**config.mk**
```make
export PLATFORM = sky130hd
export DESIGN_NAME = bp_top
export DESIGN_NICKNAME = d
export VERILOG_FILES = /design/src/bp_cfg_pkg.sv /design/src/bp_types_pkg.sv /design/src/local_predictor.sv /design/src/global_predictor.sv /design/src/tournament_chooser.sv /design/src/bp_top.sv
export SDC_FILE = /design/constraint.sdc
export NUM_CORES = 2
export LEC_CHECK = 0
export ABC_CLOCK_PERIOD_IN_PS = 7800
export BUFFER_PORTS_ARGS = -buffer_cell sky130_fd_sc_hd__buf_4
export CORE_MARGIN = 2
export CORE_UTILIZATION = 55
export CTS_BUF_LIST = sky130_fd_sc_hd__clkbuf_2
export DETAILED_ROUTE_END_ITERATION = 10
export PLACE_DENSITY_LB_ADDON = 0.1
export SYNTH_ARGS = -nofsm -noshare
export SYNTH_HDL_FRONTEND = slang
export SYNTH_HIERARCHICAL = 1
export SYNTH_SLANG_ARGS = --single-unit
```
**constraint.sdc**
```tcl
create_clock -name clk -period 7.8 [get_ports clk]
set_clock_uncertainty 0.1 [all_clocks]
set_input_delay 0.39 -clock clk [delete_from_list [all_inputs] [get_ports clk]]
set_output_delay 0.39 -clock clk [all_outputs]
set_load 0.03 [all_outputs]
```
**src/bp_cfg_pkg.sv**
```systemverilog
package bp_cfg_pkg;

	// ********************
	// branch pc
	// ********************
	localparam int PC_WIDTH = 32;
	// table index bits start above the instruction byte offset
	localparam int PC_IDX_LSB = 2;

	// ********************
	// global predictor
	// ********************
	// history length doubles as gshare index width
	localparam int GHR_WIDTH = 8;
	localparam int GPT_ENTRIES = 1 << GHR_WIDTH;

	// ********************
	// local predictor
	// ********************
	localparam int LHT_IDX_WIDTH = 4;
	localparam int LHT_ENTRIES = 1 << LHT_IDX_WIDTH;
	localparam int LHIST_WIDTH = 4;
	localparam int LPT_ENTRIES = 1 << LHIST_WIDTH;

	// chooser table
	localparam int CHOICE_IDX_WIDTH = 6;
	localparam int CHOICE_ENTRIES = 1 << CHOICE_IDX_WIDTH;

endpackage

```
**src/bp_types_pkg.sv**
```systemverilog
package bp_types_pkg;

	// 2-bit saturating counter where the upper bit means taken
	typedef enum logic [1:0] {
		strong_not_taken = 2'b00,
		weak_not_taken   = 2'b01,
		weak_taken       = 2'b10,
		strong_taken     = 2'b11
	} ctr_state_e;

	// chooser state where the upper bit means use global
	typedef enum logic [1:0] {
		strong_local  = 2'b00,
		weak_local    = 2'b01,
		weak_global   = 2'b10,
		strong_global = 2'b11
	} choice_e;

	// saturating step toward taken or not taken
	function automatic ctr_state_e ctr_update(input ctr_state_e cur, input logic taken);
		ctr_state_e nxt;
		nxt = cur;
		case (cur)
			strong_not_taken: nxt = taken ? weak_not_taken : strong_not_taken;
			weak_not_taken:   nxt = taken ? weak_taken : strong_not_taken;
			weak_taken:       nxt = taken ? strong_taken : weak_not_taken;
			strong_taken:     nxt = taken ? strong_taken : weak_taken;
			default:          nxt = weak_not_taken;
		endcase
		return nxt;
	endfunction

	// saturating step toward global or local
	function automatic choice_e choice_update(input choice_e cur, input logic to_global);
		choice_e nxt;
		nxt = cur;
		case (cur)
			strong_local:  nxt = to_global ? weak_local : strong_local;
			weak_local:    nxt = to_global ? weak_global : strong_local;
			weak_global:   nxt = to_global ? strong_global : weak_local;
			strong_global: nxt = to_global ? strong_global : weak_global;
			default:       nxt = weak_local;
		endcase
		return nxt;
	endfunction

endpackage

```
**src/local_predictor.sv**
```systemverilog
`timescale 1ns/100ps

module local_predictor (
	input  logic                              clk,
	input  logic                              rst,
	input  logic [bp_cfg_pkg::PC_WIDTH-1:0]   req_pc_i,
	input  logic                              train_valid_i,
	input  logic [bp_cfg_pkg::PC_WIDTH-1:0]   train_pc_i,
	input  logic                              train_taken_i,
	output logic                              local_pred_o
);

	// ********************
	// tables
	// ********************
	// per-branch history selected by pc
	logic [bp_cfg_pkg::LHIST_WIDTH-1:0] lht [bp_cfg_pkg::LHT_ENTRIES];
	// pattern counters selected by history
	bp_types_pkg::ctr_state_e lpt [bp_cfg_pkg::LPT_ENTRIES];

	logic [bp_cfg_pkg::LHT_IDX_WIDTH-1:0] req_idx;
	logic [bp_cfg_pkg::LHT_IDX_WIDTH-1:0] train_idx;
	logic [bp_cfg_pkg::LHIST_WIDTH-1:0]   req_hist;
	logic [bp_cfg_pkg::LHIST_WIDTH-1:0]   train_hist;
	bp_types_pkg::ctr_state_e             req_ctr;

	assign req_idx   = req_pc_i[bp_cfg_pkg::PC_IDX_LSB +: bp_cfg_pkg::LHT_IDX_WIDTH];
	assign train_idx = train_pc_i[bp_cfg_pkg::PC_IDX_LSB +: bp_cfg_pkg::LHT_IDX_WIDTH];

	// ********************
	// lookup
	// ********************
	// two level read of history then counter
	assign req_hist = lht[req_idx];
	assign req_ctr  = lpt[req_hist];

	assign local_pred_o = (req_ctr == bp_types_pkg::weak_taken) ||
	                      (req_ctr == bp_types_pkg::strong_taken);

	// ********************
	// training
	// ********************
	// counter indexed by the history before this outcome
	assign train_hist = lht[train_idx];

	always_ff @(posedge clk) begin
		if (rst) begin
			for (int i = 0; i < bp_cfg_pkg::LHT_ENTRIES; i++) begin
				lht[i] <= '0;
			end
			for (int j = 0; j < bp_cfg_pkg::LPT_ENTRIES; j++) begin
				lpt[j] <= bp_types_pkg::weak_not_taken;
			end
		end else if (train_valid_i) begin
			lpt[train_hist] <= bp_types_pkg::ctr_update(lpt[train_hist], train_taken_i);
			// newest outcome enters at bit 0
			lht[train_idx] <= {train_hist[bp_cfg_pkg::LHIST_WIDTH-2:0], train_taken_i};
		end
	end

endmodule

```
**src/global_predictor.sv**
```systemverilog
`timescale 1ns/100ps

module global_predictor (
	input  logic                              clk,
	input  logic                              rst,
	input  logic [bp_cfg_pkg::PC_WIDTH-1:0]   req_pc_i,
	input  logic                              train_valid_i,
	input  logic [bp_cfg_pkg::PC_WIDTH-1:0]   train_pc_i,
	input  logic                              train_taken_i,
	input  logic [bp_cfg_pkg::GHR_WIDTH-1:0]  train_ghr_i,
	output logic                              global_pred_o,
	output logic [bp_cfg_pkg::GHR_WIDTH-1:0]  ghr_o
);

	logic [bp_cfg_pkg::GHR_WIDTH-1:0] ghr;
	// gshare counters
	bp_types_pkg::ctr_state_e gpt [bp_cfg_pkg::GPT_ENTRIES];

	logic [bp_cfg_pkg::GHR_WIDTH-1:0] req_idx;
	logic [bp_cfg_pkg::GHR_WIDTH-1:0] train_idx;
	bp_types_pkg::ctr_state_e         req_ctr;

	// ********************
	// lookup
	// ********************
	// history xor the low pc bits
	assign req_idx = ghr ^ req_pc_i[bp_cfg_pkg::GHR_WIDTH-1:0];
	assign req_ctr = gpt[req_idx];

	assign global_pred_o = (req_ctr == bp_types_pkg::weak_taken) ||
	                       (req_ctr == bp_types_pkg::strong_taken);
	assign ghr_o = ghr;

	// ********************
	// training
	// ********************
	// returned history so lookup and training hit one entry
	assign train_idx = train_ghr_i ^ train_pc_i[bp_cfg_pkg::GHR_WIDTH-1:0];

	always_ff @(posedge clk) begin
		if (rst) begin
			ghr <= '0;
			for (int i = 0; i < bp_cfg_pkg::GPT_ENTRIES; i++) begin
				gpt[i] <= bp_types_pkg::weak_not_taken;
			end
		end else if (train_valid_i) begin
			gpt[train_idx] <= bp_types_pkg::ctr_update(gpt[train_idx], train_taken_i);
			// rebuilt from the branch's own history
			ghr <= {train_ghr_i[bp_cfg_pkg::GHR_WIDTH-2:0], train_taken_i};
		end
	end

endmodule

```
**src/tournament_chooser.sv**
```systemverilog
`timescale 1ns/100ps

module tournament_chooser (
	input  logic                              clk,
	input  logic                              rst,
	input  logic                              req_valid_i,
	output logic                              req_ready_o,
	input  logic [bp_cfg_pkg::PC_WIDTH-1:0]   req_pc_i,
	input  logic                              local_pred_i,
	input  logic                              global_pred_i,
	input  logic [bp_cfg_pkg::GHR_WIDTH-1:0]  ghr_i,
	output logic                              res_valid_o,
	input  logic                              res_ready_i,
	output logic                              res_taken_o,
	output logic                              res_local_o,
	output logic                              res_global_o,
	output logic [bp_cfg_pkg::GHR_WIDTH-1:0]  res_ghr_o,
	input  logic                              train_valid_i,
	input  logic [bp_cfg_pkg::PC_WIDTH-1:0]   train_pc_i,
	input  logic                              train_taken_i,
	input  logic                              train_local_i,
	input  logic                              train_global_i
);

	bp_types_pkg::choice_e cht [bp_cfg_pkg::CHOICE_ENTRIES];

	logic [bp_cfg_pkg::CHOICE_IDX_WIDTH-1:0] req_idx;
	logic [bp_cfg_pkg::CHOICE_IDX_WIDTH-1:0] train_idx;
	bp_types_pkg::choice_e                   req_choice;
	logic                                    use_global;
	logic                                    req_fire;

	// ********************
	// selection
	// ********************
	assign req_idx    = req_pc_i[bp_cfg_pkg::PC_IDX_LSB +: bp_cfg_pkg::CHOICE_IDX_WIDTH];
	assign train_idx  = train_pc_i[bp_cfg_pkg::PC_IDX_LSB +: bp_cfg_pkg::CHOICE_IDX_WIDTH];
	assign req_choice = cht[req_idx];
	assign use_global = (req_choice == bp_types_pkg::weak_global) ||
	                    (req_choice == bp_types_pkg::strong_global);

	// ********************
	// handshake
	// ********************
	// free slot, or the held result leaves this cycle
	assign req_ready_o = !res_valid_o || res_ready_i;
	assign req_fire    = req_valid_i && req_ready_o;

	always_ff @(posedge clk) begin
		if (rst) begin
			res_valid_o <= 1'b0;
		end else if (req_fire) begin
			res_valid_o <= 1'b1;
		end else if (res_ready_i) begin
			res_valid_o <= 1'b0;
		end
	end

	// result payload held until drained
	always_ff @(posedge clk) begin
		if (req_fire) begin
			res_taken_o  <= use_global ? global_pred_i : local_pred_i;
			res_local_o  <= local_pred_i;
			res_global_o <= global_pred_i;
			res_ghr_o    <= ghr_i;
		end
	end

	// train only on disagreement and toward whichever side was right
	always_ff @(posedge clk) begin
		if (rst) begin
			for (int i = 0; i < bp_cfg_pkg::CHOICE_ENTRIES; i++) begin
				cht[i] <= bp_types_pkg::weak_local;
			end
		end else if (train_valid_i && (train_local_i != train_global_i)) begin
			cht[train_idx] <= bp_types_pkg::choice_update(cht[train_idx],
			                                              train_global_i == train_taken_i);
		end
	end

endmodule

```
**src/bp_top.sv**
```systemverilog
`timescale 1ns/100ps

module bp_top (
	input  logic                              clk,
	input  logic                              rst,
	// prediction request
	input  logic                              req_valid_i,
	output logic                              req_ready_o,
	input  logic [bp_cfg_pkg::PC_WIDTH-1:0]   req_pc_i,
	// prediction result
	output logic                              res_valid_o,
	input  logic                              res_ready_i,
	output logic                              res_taken_o,
	output logic                              res_local_o,
	output logic                              res_global_o,
	output logic [bp_cfg_pkg::GHR_WIDTH-1:0]  res_ghr_o,
	// training is never stalled
	input  logic                              train_valid_i,
	input  logic [bp_cfg_pkg::PC_WIDTH-1:0]   train_pc_i,
	input  logic                              train_taken_i,
	input  logic                              train_local_i,
	input  logic                              train_global_i,
	input  logic [bp_cfg_pkg::GHR_WIDTH-1:0]  train_ghr_i
);

	logic                             local_pred;
	logic                             global_pred;
	logic [bp_cfg_pkg::GHR_WIDTH-1:0] ghr;

	// ********************
	// component predictors
	// ********************
	local_predictor u_local (
		.clk           (clk),
		.rst           (rst),
		.req_pc_i      (req_pc_i),
		.train_valid_i (train_valid_i),
		.train_pc_i    (train_pc_i),
		.train_taken_i (train_taken_i),
		.local_pred_o  (local_pred)
	);

	global_predictor u_global (
		.clk           (clk),
		.rst           (rst),
		.req_pc_i      (req_pc_i),
		.train_valid_i (train_valid_i),
		.train_pc_i    (train_pc_i),
		.train_taken_i (train_taken_i),
		.train_ghr_i   (train_ghr_i),
		.global_pred_o (global_pred),
		.ghr_o         (ghr)
	);

	// chooser owns the handshake and result register
	tournament_chooser u_chooser (
		.clk            (clk),
		.rst            (rst),
		.req_valid_i    (req_valid_i),
		.req_ready_o    (req_ready_o),
		.req_pc_i       (req_pc_i),
		.local_pred_i   (local_pred),
		.global_pred_i  (global_pred),
		.ghr_i          (ghr),
		.res_valid_o    (res_valid_o),
		.res_ready_i    (res_ready_i),
		.res_taken_o    (res_taken_o),
		.res_local_o    (res_local_o),
		.res_global_o   (res_global_o),
		.res_ghr_o      (res_ghr_o),
		.train_valid_i  (train_valid_i),
		.train_pc_i     (train_pc_i),
		.train_taken_i  (train_taken_i),
		.train_local_i  (train_local_i),
		.train_global_i (train_global_i)
	);

endmodule

```
-- After elaboration in Yosys (flattened, before gate mapping)
Memories as Yosys holds them, arrays and structs flattened.
Index checks and enable logic that the tools add are counted.
- RAM bits: 736
- register bits: 20
- word-level logic and storage cells: 84
- output and inout port bits: 13
- input port bits: 80
- memories: 4
- equal/unequal tests: 17
- multiplexer cells: 40
- bitwise operators: 2
- reductions and logical operators: 15
- memories (memory ; words ; width ; rd ports ; clocked after memory_dff ; write ports ; line ; source):
    u_global.gpt ; 256 ; 2 ; 2 ; 0 ; 256 ; global_predictor.sv:17 ; bp_types_pkg::ctr_state_e gpt [bp_cfg_pkg::GPT_ENTRIES];
    u_chooser.cht ; 64 ; 2 ; 2 ; 0 ; 64 ; tournament_chooser.sv:25 ; bp_types_pkg::choice_e cht [bp_cfg_pkg::CHOICE_ENTRIES];
    u_local.lht ; 16 ; 4 ; 2 ; 0 ; 16 ; local_predictor.sv:17 ; logic [bp_cfg_pkg::LHIST_WIDTH-1:0] lht [bp_cfg_pkg::LHT_ENTRIES];
    u_local.lpt ; 16 ; 2 ; 2 ; 0 ; 16 ; local_predictor.sv:19 ; bp_types_pkg::ctr_state_e lpt [bp_cfg_pkg::LPT_ENTRIES];
- operators with widths (kind ; count):
    $mux 2 ; 13
    $eq 2x2->1 const B ; 12
    $pmux 2 s4 ; 3
    $mux 1 ; 19
    $xor 8x8->8 ; 2
    $mux 4 ; 3
    $mux 8 ; 1
    $eq 2x1->1 const B ; 3
    $logic_not 2->1 ; 3
    $mux 6 ; 1
    $reduce_or 2->1 ; 3
    $logic_or 1x1->1 ; 4
    $reduce_or 4->1 ; 1
    $logic_and 1x1->1 ; 2
    $reduce_bool 2->1 ; 1
    $eq 1x1->1 ; 1
    $logic_not 1->1 ; 1
    $ne 1x1->1 ; 1

-- Depth between registers and ports, before layout
- depth after elaboration: 7
- gate-level depth with buffers: 14

-- By module
The synthesis kept the hierarchy.
- modules (own cells, without submodules) (module ; cells each ; instances ; sequential area each (µm²) ; area each (µm²)):
    global_predictor ; 2553 ; 1 ; 15534.9 ; 27754.1
    tournament_chooser ; 643 ; 1 ; 4194.0 ; 7608.5
    local_predictor ; 475 ; 1 ; 2882.8 ; 5693.0

-- Least setup slack after synthesis
OpenSTA, ideal clock, no wires.
- path kind: input -> register
- start point: input port req_pc_i[0] (netlist bit)
- end point: register u_chooser.res_taken_o, data pin
- library setup time: 260 ps
- arrival time: 4007 ps
- required time: 7440 ps
- cell stages on the path: 9
- path slack: 3433 ps
- cell sequence: xor2_1 > clkbuf_1 > buf_2 > mux4_2 > mux4_2 > mux4_2 > a211oi_1 > a21oi_1 > mux2_4
- word-level cells in the longest chain between the ends: 5
- elaborated cells between the ends (all ways): 6
- classes of those cells: eq/ne (2); mux (1); bitwise (1); reduce/logical (1); memory (1)
- RTL lines (what ; line ; source):
    from (decl) ; bp_top.sv:9 ; input logic [bp_cfg_pkg::PC_WIDTH-1:0] req_pc_i,
    $xor 8x8->8 * ; global_predictor.sv:27 ; assign req_idx = ghr ^ req_pc_i[bp_cfg_pkg::GHR_WIDTH-1:0];
    $mem_v2 256x2 * ; - ;
    $eq 2x2->1, on equally long branches ; global_predictor.sv:30, global_predictor.sv:31 ;
    $logic_or 1x1->1 * ; global_predictor.sv:30 ; assign global_pred_o = (req_ctr == bp_types_pkg::weak_taken) ||
    net global_pred ; bp_top.sv:27 ; logic global_pred;
    $mux 1 * ; tournament_chooser.sv:62 ; res_taken_o <= use_global ? global_pred_i : local_pred_i;
    to (signal assigned) ; tournament_chooser.sv:62 ;
    to (decl) ; tournament_chooser.sv:14 ; output logic res_taken_o,
Mark *: on every way through the listed nets, which the timed path passes. The rest lies on a longest branch.
A chain may end at the register's enable or synchronous reset.

-- Worst setup path after layout
- start point: register u_global.ghr (netlist bit u_global/ghr_o[1])
- end point: register u_chooser.res_taken_o, data pin
- word-level cells in the longest chain between the ends: 5
- elaborated cells between the ends (all ways): 6
- classes of those cells: eq/ne (2); mux (1); bitwise (1); reduce/logical (1); memory (1)
- RTL lines (what ; line ; source):
    from (decl) ; global_predictor.sv:15 ; logic [bp_cfg_pkg::GHR_WIDTH-1:0] ghr;
    from (signal assigned) ; global_predictor.sv:49 ; ghr <= {train_ghr_i[bp_cfg_pkg::GHR_WIDTH-2:0], train_taken_i};
    $xor 8x8->8 * ; global_predictor.sv:27 ;
    $mem_v2 256x2 * ; - ;
    $eq 2x2->1, on equally long branches ; global_predictor.sv:30, global_predictor.sv:31 ;
    $logic_or 1x1->1 * ; global_predictor.sv:30 ;
    net global_pred ; bp_top.sv:27 ;
    $mux 1 * ; tournament_chooser.sv:62 ;
Marks and branches as above.

==> results.md <==
* Total power at between 9 and 10 mW
* Multi-input gate area at roughly 0.017 sq mm
* #FFs+latches synth at roughly 760
* Initial antenna violation count at 2
* Critical path launch point type: flop
* Worst path max stage delay at just over 700 ps
* Register area share after synthesis at approximately 55%
* CP delay by family, top: multiplexers
* First-pass GRT wire length at roughly 180 mm
* Fin. max-slew vios at 0
* Synth warn at 6
* Max Cap Viol at 0
* Nets at between 3000 and 4000
* CTS clock-pin slew for the worst setup and hold paths at 120 ps
* Reg area at approximately 0.023 sq mm
* WL per Instance at approximately 25 microns
* Initial DRC count at about 3700
* # IOs at slightly above 90
* Worst vdd ir at roughly 0.00019 V
* Total number of H-tree levels at 4
* RD Place Congestion at between 0.8 and 0.9
* Synth Flop Type: edfxtp_1
* Clk sinks at between 700 and 800
* Antenna viol nets, final at 0
* Async SR Flop Fraction at 0%
* Final wirelength at approximately 120 mm
* Clock buffer depth at 3
* Outcome: complete, no violations
* Fin. Hold Viols at 0
* Cell row count at 100
* EDFF count, synth at between 700 and 800
* Area delta synth->final at 8.13%
* Slew @ Worst Pin at roughly 1300 ps
* Root Buffer: clkbuf_2
* Detailed placement HPWL at slightly above 70 mm
* Top Metal Used: met5
* Synth cell types at ~70
* Mapped Nets at between 3000 and 4000
* GR Util All Layers at a little under a third
* Slowest-stage cell, CP: buf_4
* Synth Instances at approximately 3700
* Overflow left after global routing at 0
* Largest net degree at the start of global routing at approximately 140
* Die width at 277 microns
* Worst EP required at roughly 8800 ps
* RSZ-0062 raised after global routing: false
* Max Freq at ~0.2 GHz
* CTS Buf Count at roughly 190
* Most common cell on crit path: mux4_2
* Routed length on met1 at 46.4 mm
* Power density cells at 204 mW/mm^2
* Vias per std cell at approximately 6.5
* WS Path Type: reg2reg
* Die height at between 200 and 300 microns
* Static Leak at 14.8 nW
* Metal3 WL at roughly 12 mm
* Via count at 31400
* Final-report setup violation count at 0
* Skew-Pair Late Insertion Delay at 1390 ps
* Worst min path class: in2reg
* Post-route insts no fill at around 4800
* Crit path cell chain: xor2_4 -> buf_4 -> mux4_2 -> mux4_2 -> mux4_2 -> nor2b_1 -> a211oi_1 -> a21oi_1 -> mux2_4 -> dlygate4sd3_1
* CTS resizes at 0
* CTS tree: yes
* Met2 wire length at between 50 and 60 mm
* CP max FO at 36
* Post-Place Cells at approximately 4400
* Final Cycle Share at between 60 and 70%
* DRC errors left at 0
* Fillers at 6099
* Fin crit period at approximately 5000 ps
* Core ar. at between 0.07 and 0.08 sq mm
* Die area at 0.0768 sq mm
* Initial core utilization at 55.3%
* Crit path DAT at between 5000 and 6000 ps
* CP bufs+invs at 2
* Layout cells sized above 1 at 16.7%
* Worst setup EP type: flop
* Vias in the first global route at 31100
* Port Buffers at between 40 and 50
* DR pass1 iterations at 6
* Syn Area/Cell at about 11 sq um
* Setup TNS at 0 ps
* Slew margin rel. at between 10% and 20%
* Post-Syn Area at about 0.04 sq mm
-- cells in the final DEF, fill, tap and decap left out, types with 103 or more instances in the layout --
master | Yosys | layout
mux4_2 | 133 | 133
nor2_1 | 417 | 403
buf_4 | 14 | 103
clkbuf_2 | 0 | 257
nand2_1 | 612 | 612
mux2i_1 | 188 | 188
edfxtp_1 | 747 | 747
nand2b_1 | 296 | 296
nand3_1 | 296 | 296
a32oi_1 | 128 | 128
-- cell families after synthesis --
kind of cell	Yosys count	synth area share, %
adder cells (fa/ha/maj)	4	0.107
multiplexers	346	13.0
AO/OA/AOI/OAI	336	6.84
flip-flops	756	55.1
AND/OR/NAND/NOR	1832	20.6
XOR/XNOR	26	0.573
buffers and inverters	371	3.76
-- metal layers --
layer | vias to the layer above | GRT usage, %
met5 | - | 0
met4 | 2 | 12.6
met3 | 291 | 6.75
met2 | 1772 | 49.9
met1 | 15600 | 41.2
li1 | 13700 | -
-- cell usage after synthesis (11+ instances only) --
master / number / area, sq um
mux4_2: 133 / 3000
nand2b_1: 296 / 1850
xnor2_1: 11 / 96.3
buf_2: 55 / 275
nor3_1: 68 / 340
clkbuf_1: 274 / 1030
nand3_1: 296 / 1480
nand2_1: 612 / 2300
a21oi_1: 17 / 85.1
nor2_1: 417 / 1570
a21o_1: 33 / 248
or2_2: 35 / 219
a41oi_1: 32 / 280
o2bb2ai_1: 18 / 158
nor4_1: 36 / 225
edfxtp_1: 747 / 22400
mux4_1: 11 / 289
o21bai_1: 16 / 120
o22ai_1: 11 / 68.8
xor2_1: 14 / 123
a22oi_1: 11 / 82.6
buf_4: 14 / 105
and2_1: 11 / 68.8
mux2_2: 12 / 135
nand4_1: 20 / 125
mux2i_1: 188 / 1880
inv_1: 13 / 48.8
a32oi_1: 128 / 1120
a22o_1: 19 / 166
buf_1: 11 / 41.3
-- worst reg2reg max path: cells and delay by family, from the launching register on --
kind / cells / cell delay, ps
AO/OA/AOI/OAI: 2 / 360
XOR/XNOR: 1 / 480
buffers and inverters: 2 / 1270
flip-flops: 1 / 460
multiplexers: 4 / 1870
AND/OR/NAND/NOR: 1 / 180
-- repair_timing --
action | 4_1_cts | 5_1_grt
hold endpoints to repair | 836 | 0
hold buffers | 67 | 0
buffers inserted | 0 | 0
-- metrics by stage --
stage | hold slack, ps | area (sq um) | util [%] | setup slack [ps]
after global placement | 363 | 42000 | 56.6 | 2330
after detailed placement | 363 | 42000 | 56.6 | 2250
after global routing | 79.3 | 44400 | 59.8 | 2770
after floorplan | 349 | 41100 | - | 3430
final | 179 | 44400 | 59.8 | 2850
after CTS | 23.4 | 44400 | 59.8 | 2930
-- state kept, by name, indices dropped and copies added (netlist names) --
| signal | flops |
|---|---|
| u_global/gpt | 512 |
| u_chooser/cht | 128 |
| u_local/lht | 64 |
| u_local/lpt | 32 |
| u_chooser/res_ghr_o | 8 |
| u_global/ghr_o | 8 |
| u_chooser/res_global_o | 1 |
| u_chooser/res_local_o | 1 |
| u_chooser/res_taken_o | 1 |
| u_chooser/res_valid_o | 1 |
-- report_power, final --
group          total, mW  switching, mW  internal [mW]
registers           4.60         0.0554           4.55
logic               1.75           1.22          0.534
clock network       2.69           1.63           1.06
-- cell type report --
| type | instances | area share [%] |
|---|---|---|
| inverters | 14 | 0.118 |
| clock buffers | 257 | 2.90 |
| flip-flops and latches | 756 | 50.9 |
| diodes | 5 | 0.0282 |
| multi-input cells | 2544 | 38.7 |
| well taps | 969 | 2.73 |
| clock inverters | 70 | 0.941 |
| repair buffers | 180 | 3.69 |
-- path summary, 6_finish.rpt --
check                                       start                      to  slack (ps)  depth (start not counted)
worst max-delay path            u_global/ghr_o[1]   u_chooser/res_taken_o        2850                         10
worst min-delay path                train_pc_i[6]     u_chooser/cht[8][0]         180                          5
worst max register to register  u_global/ghr_o[1]   u_chooser/res_taken_o        2850                         10
worst min register to register  u_global/ghr_o[7]  u_chooser/res_ghr_o[7]         380                          0
Power figures use the tool's default switching activity.
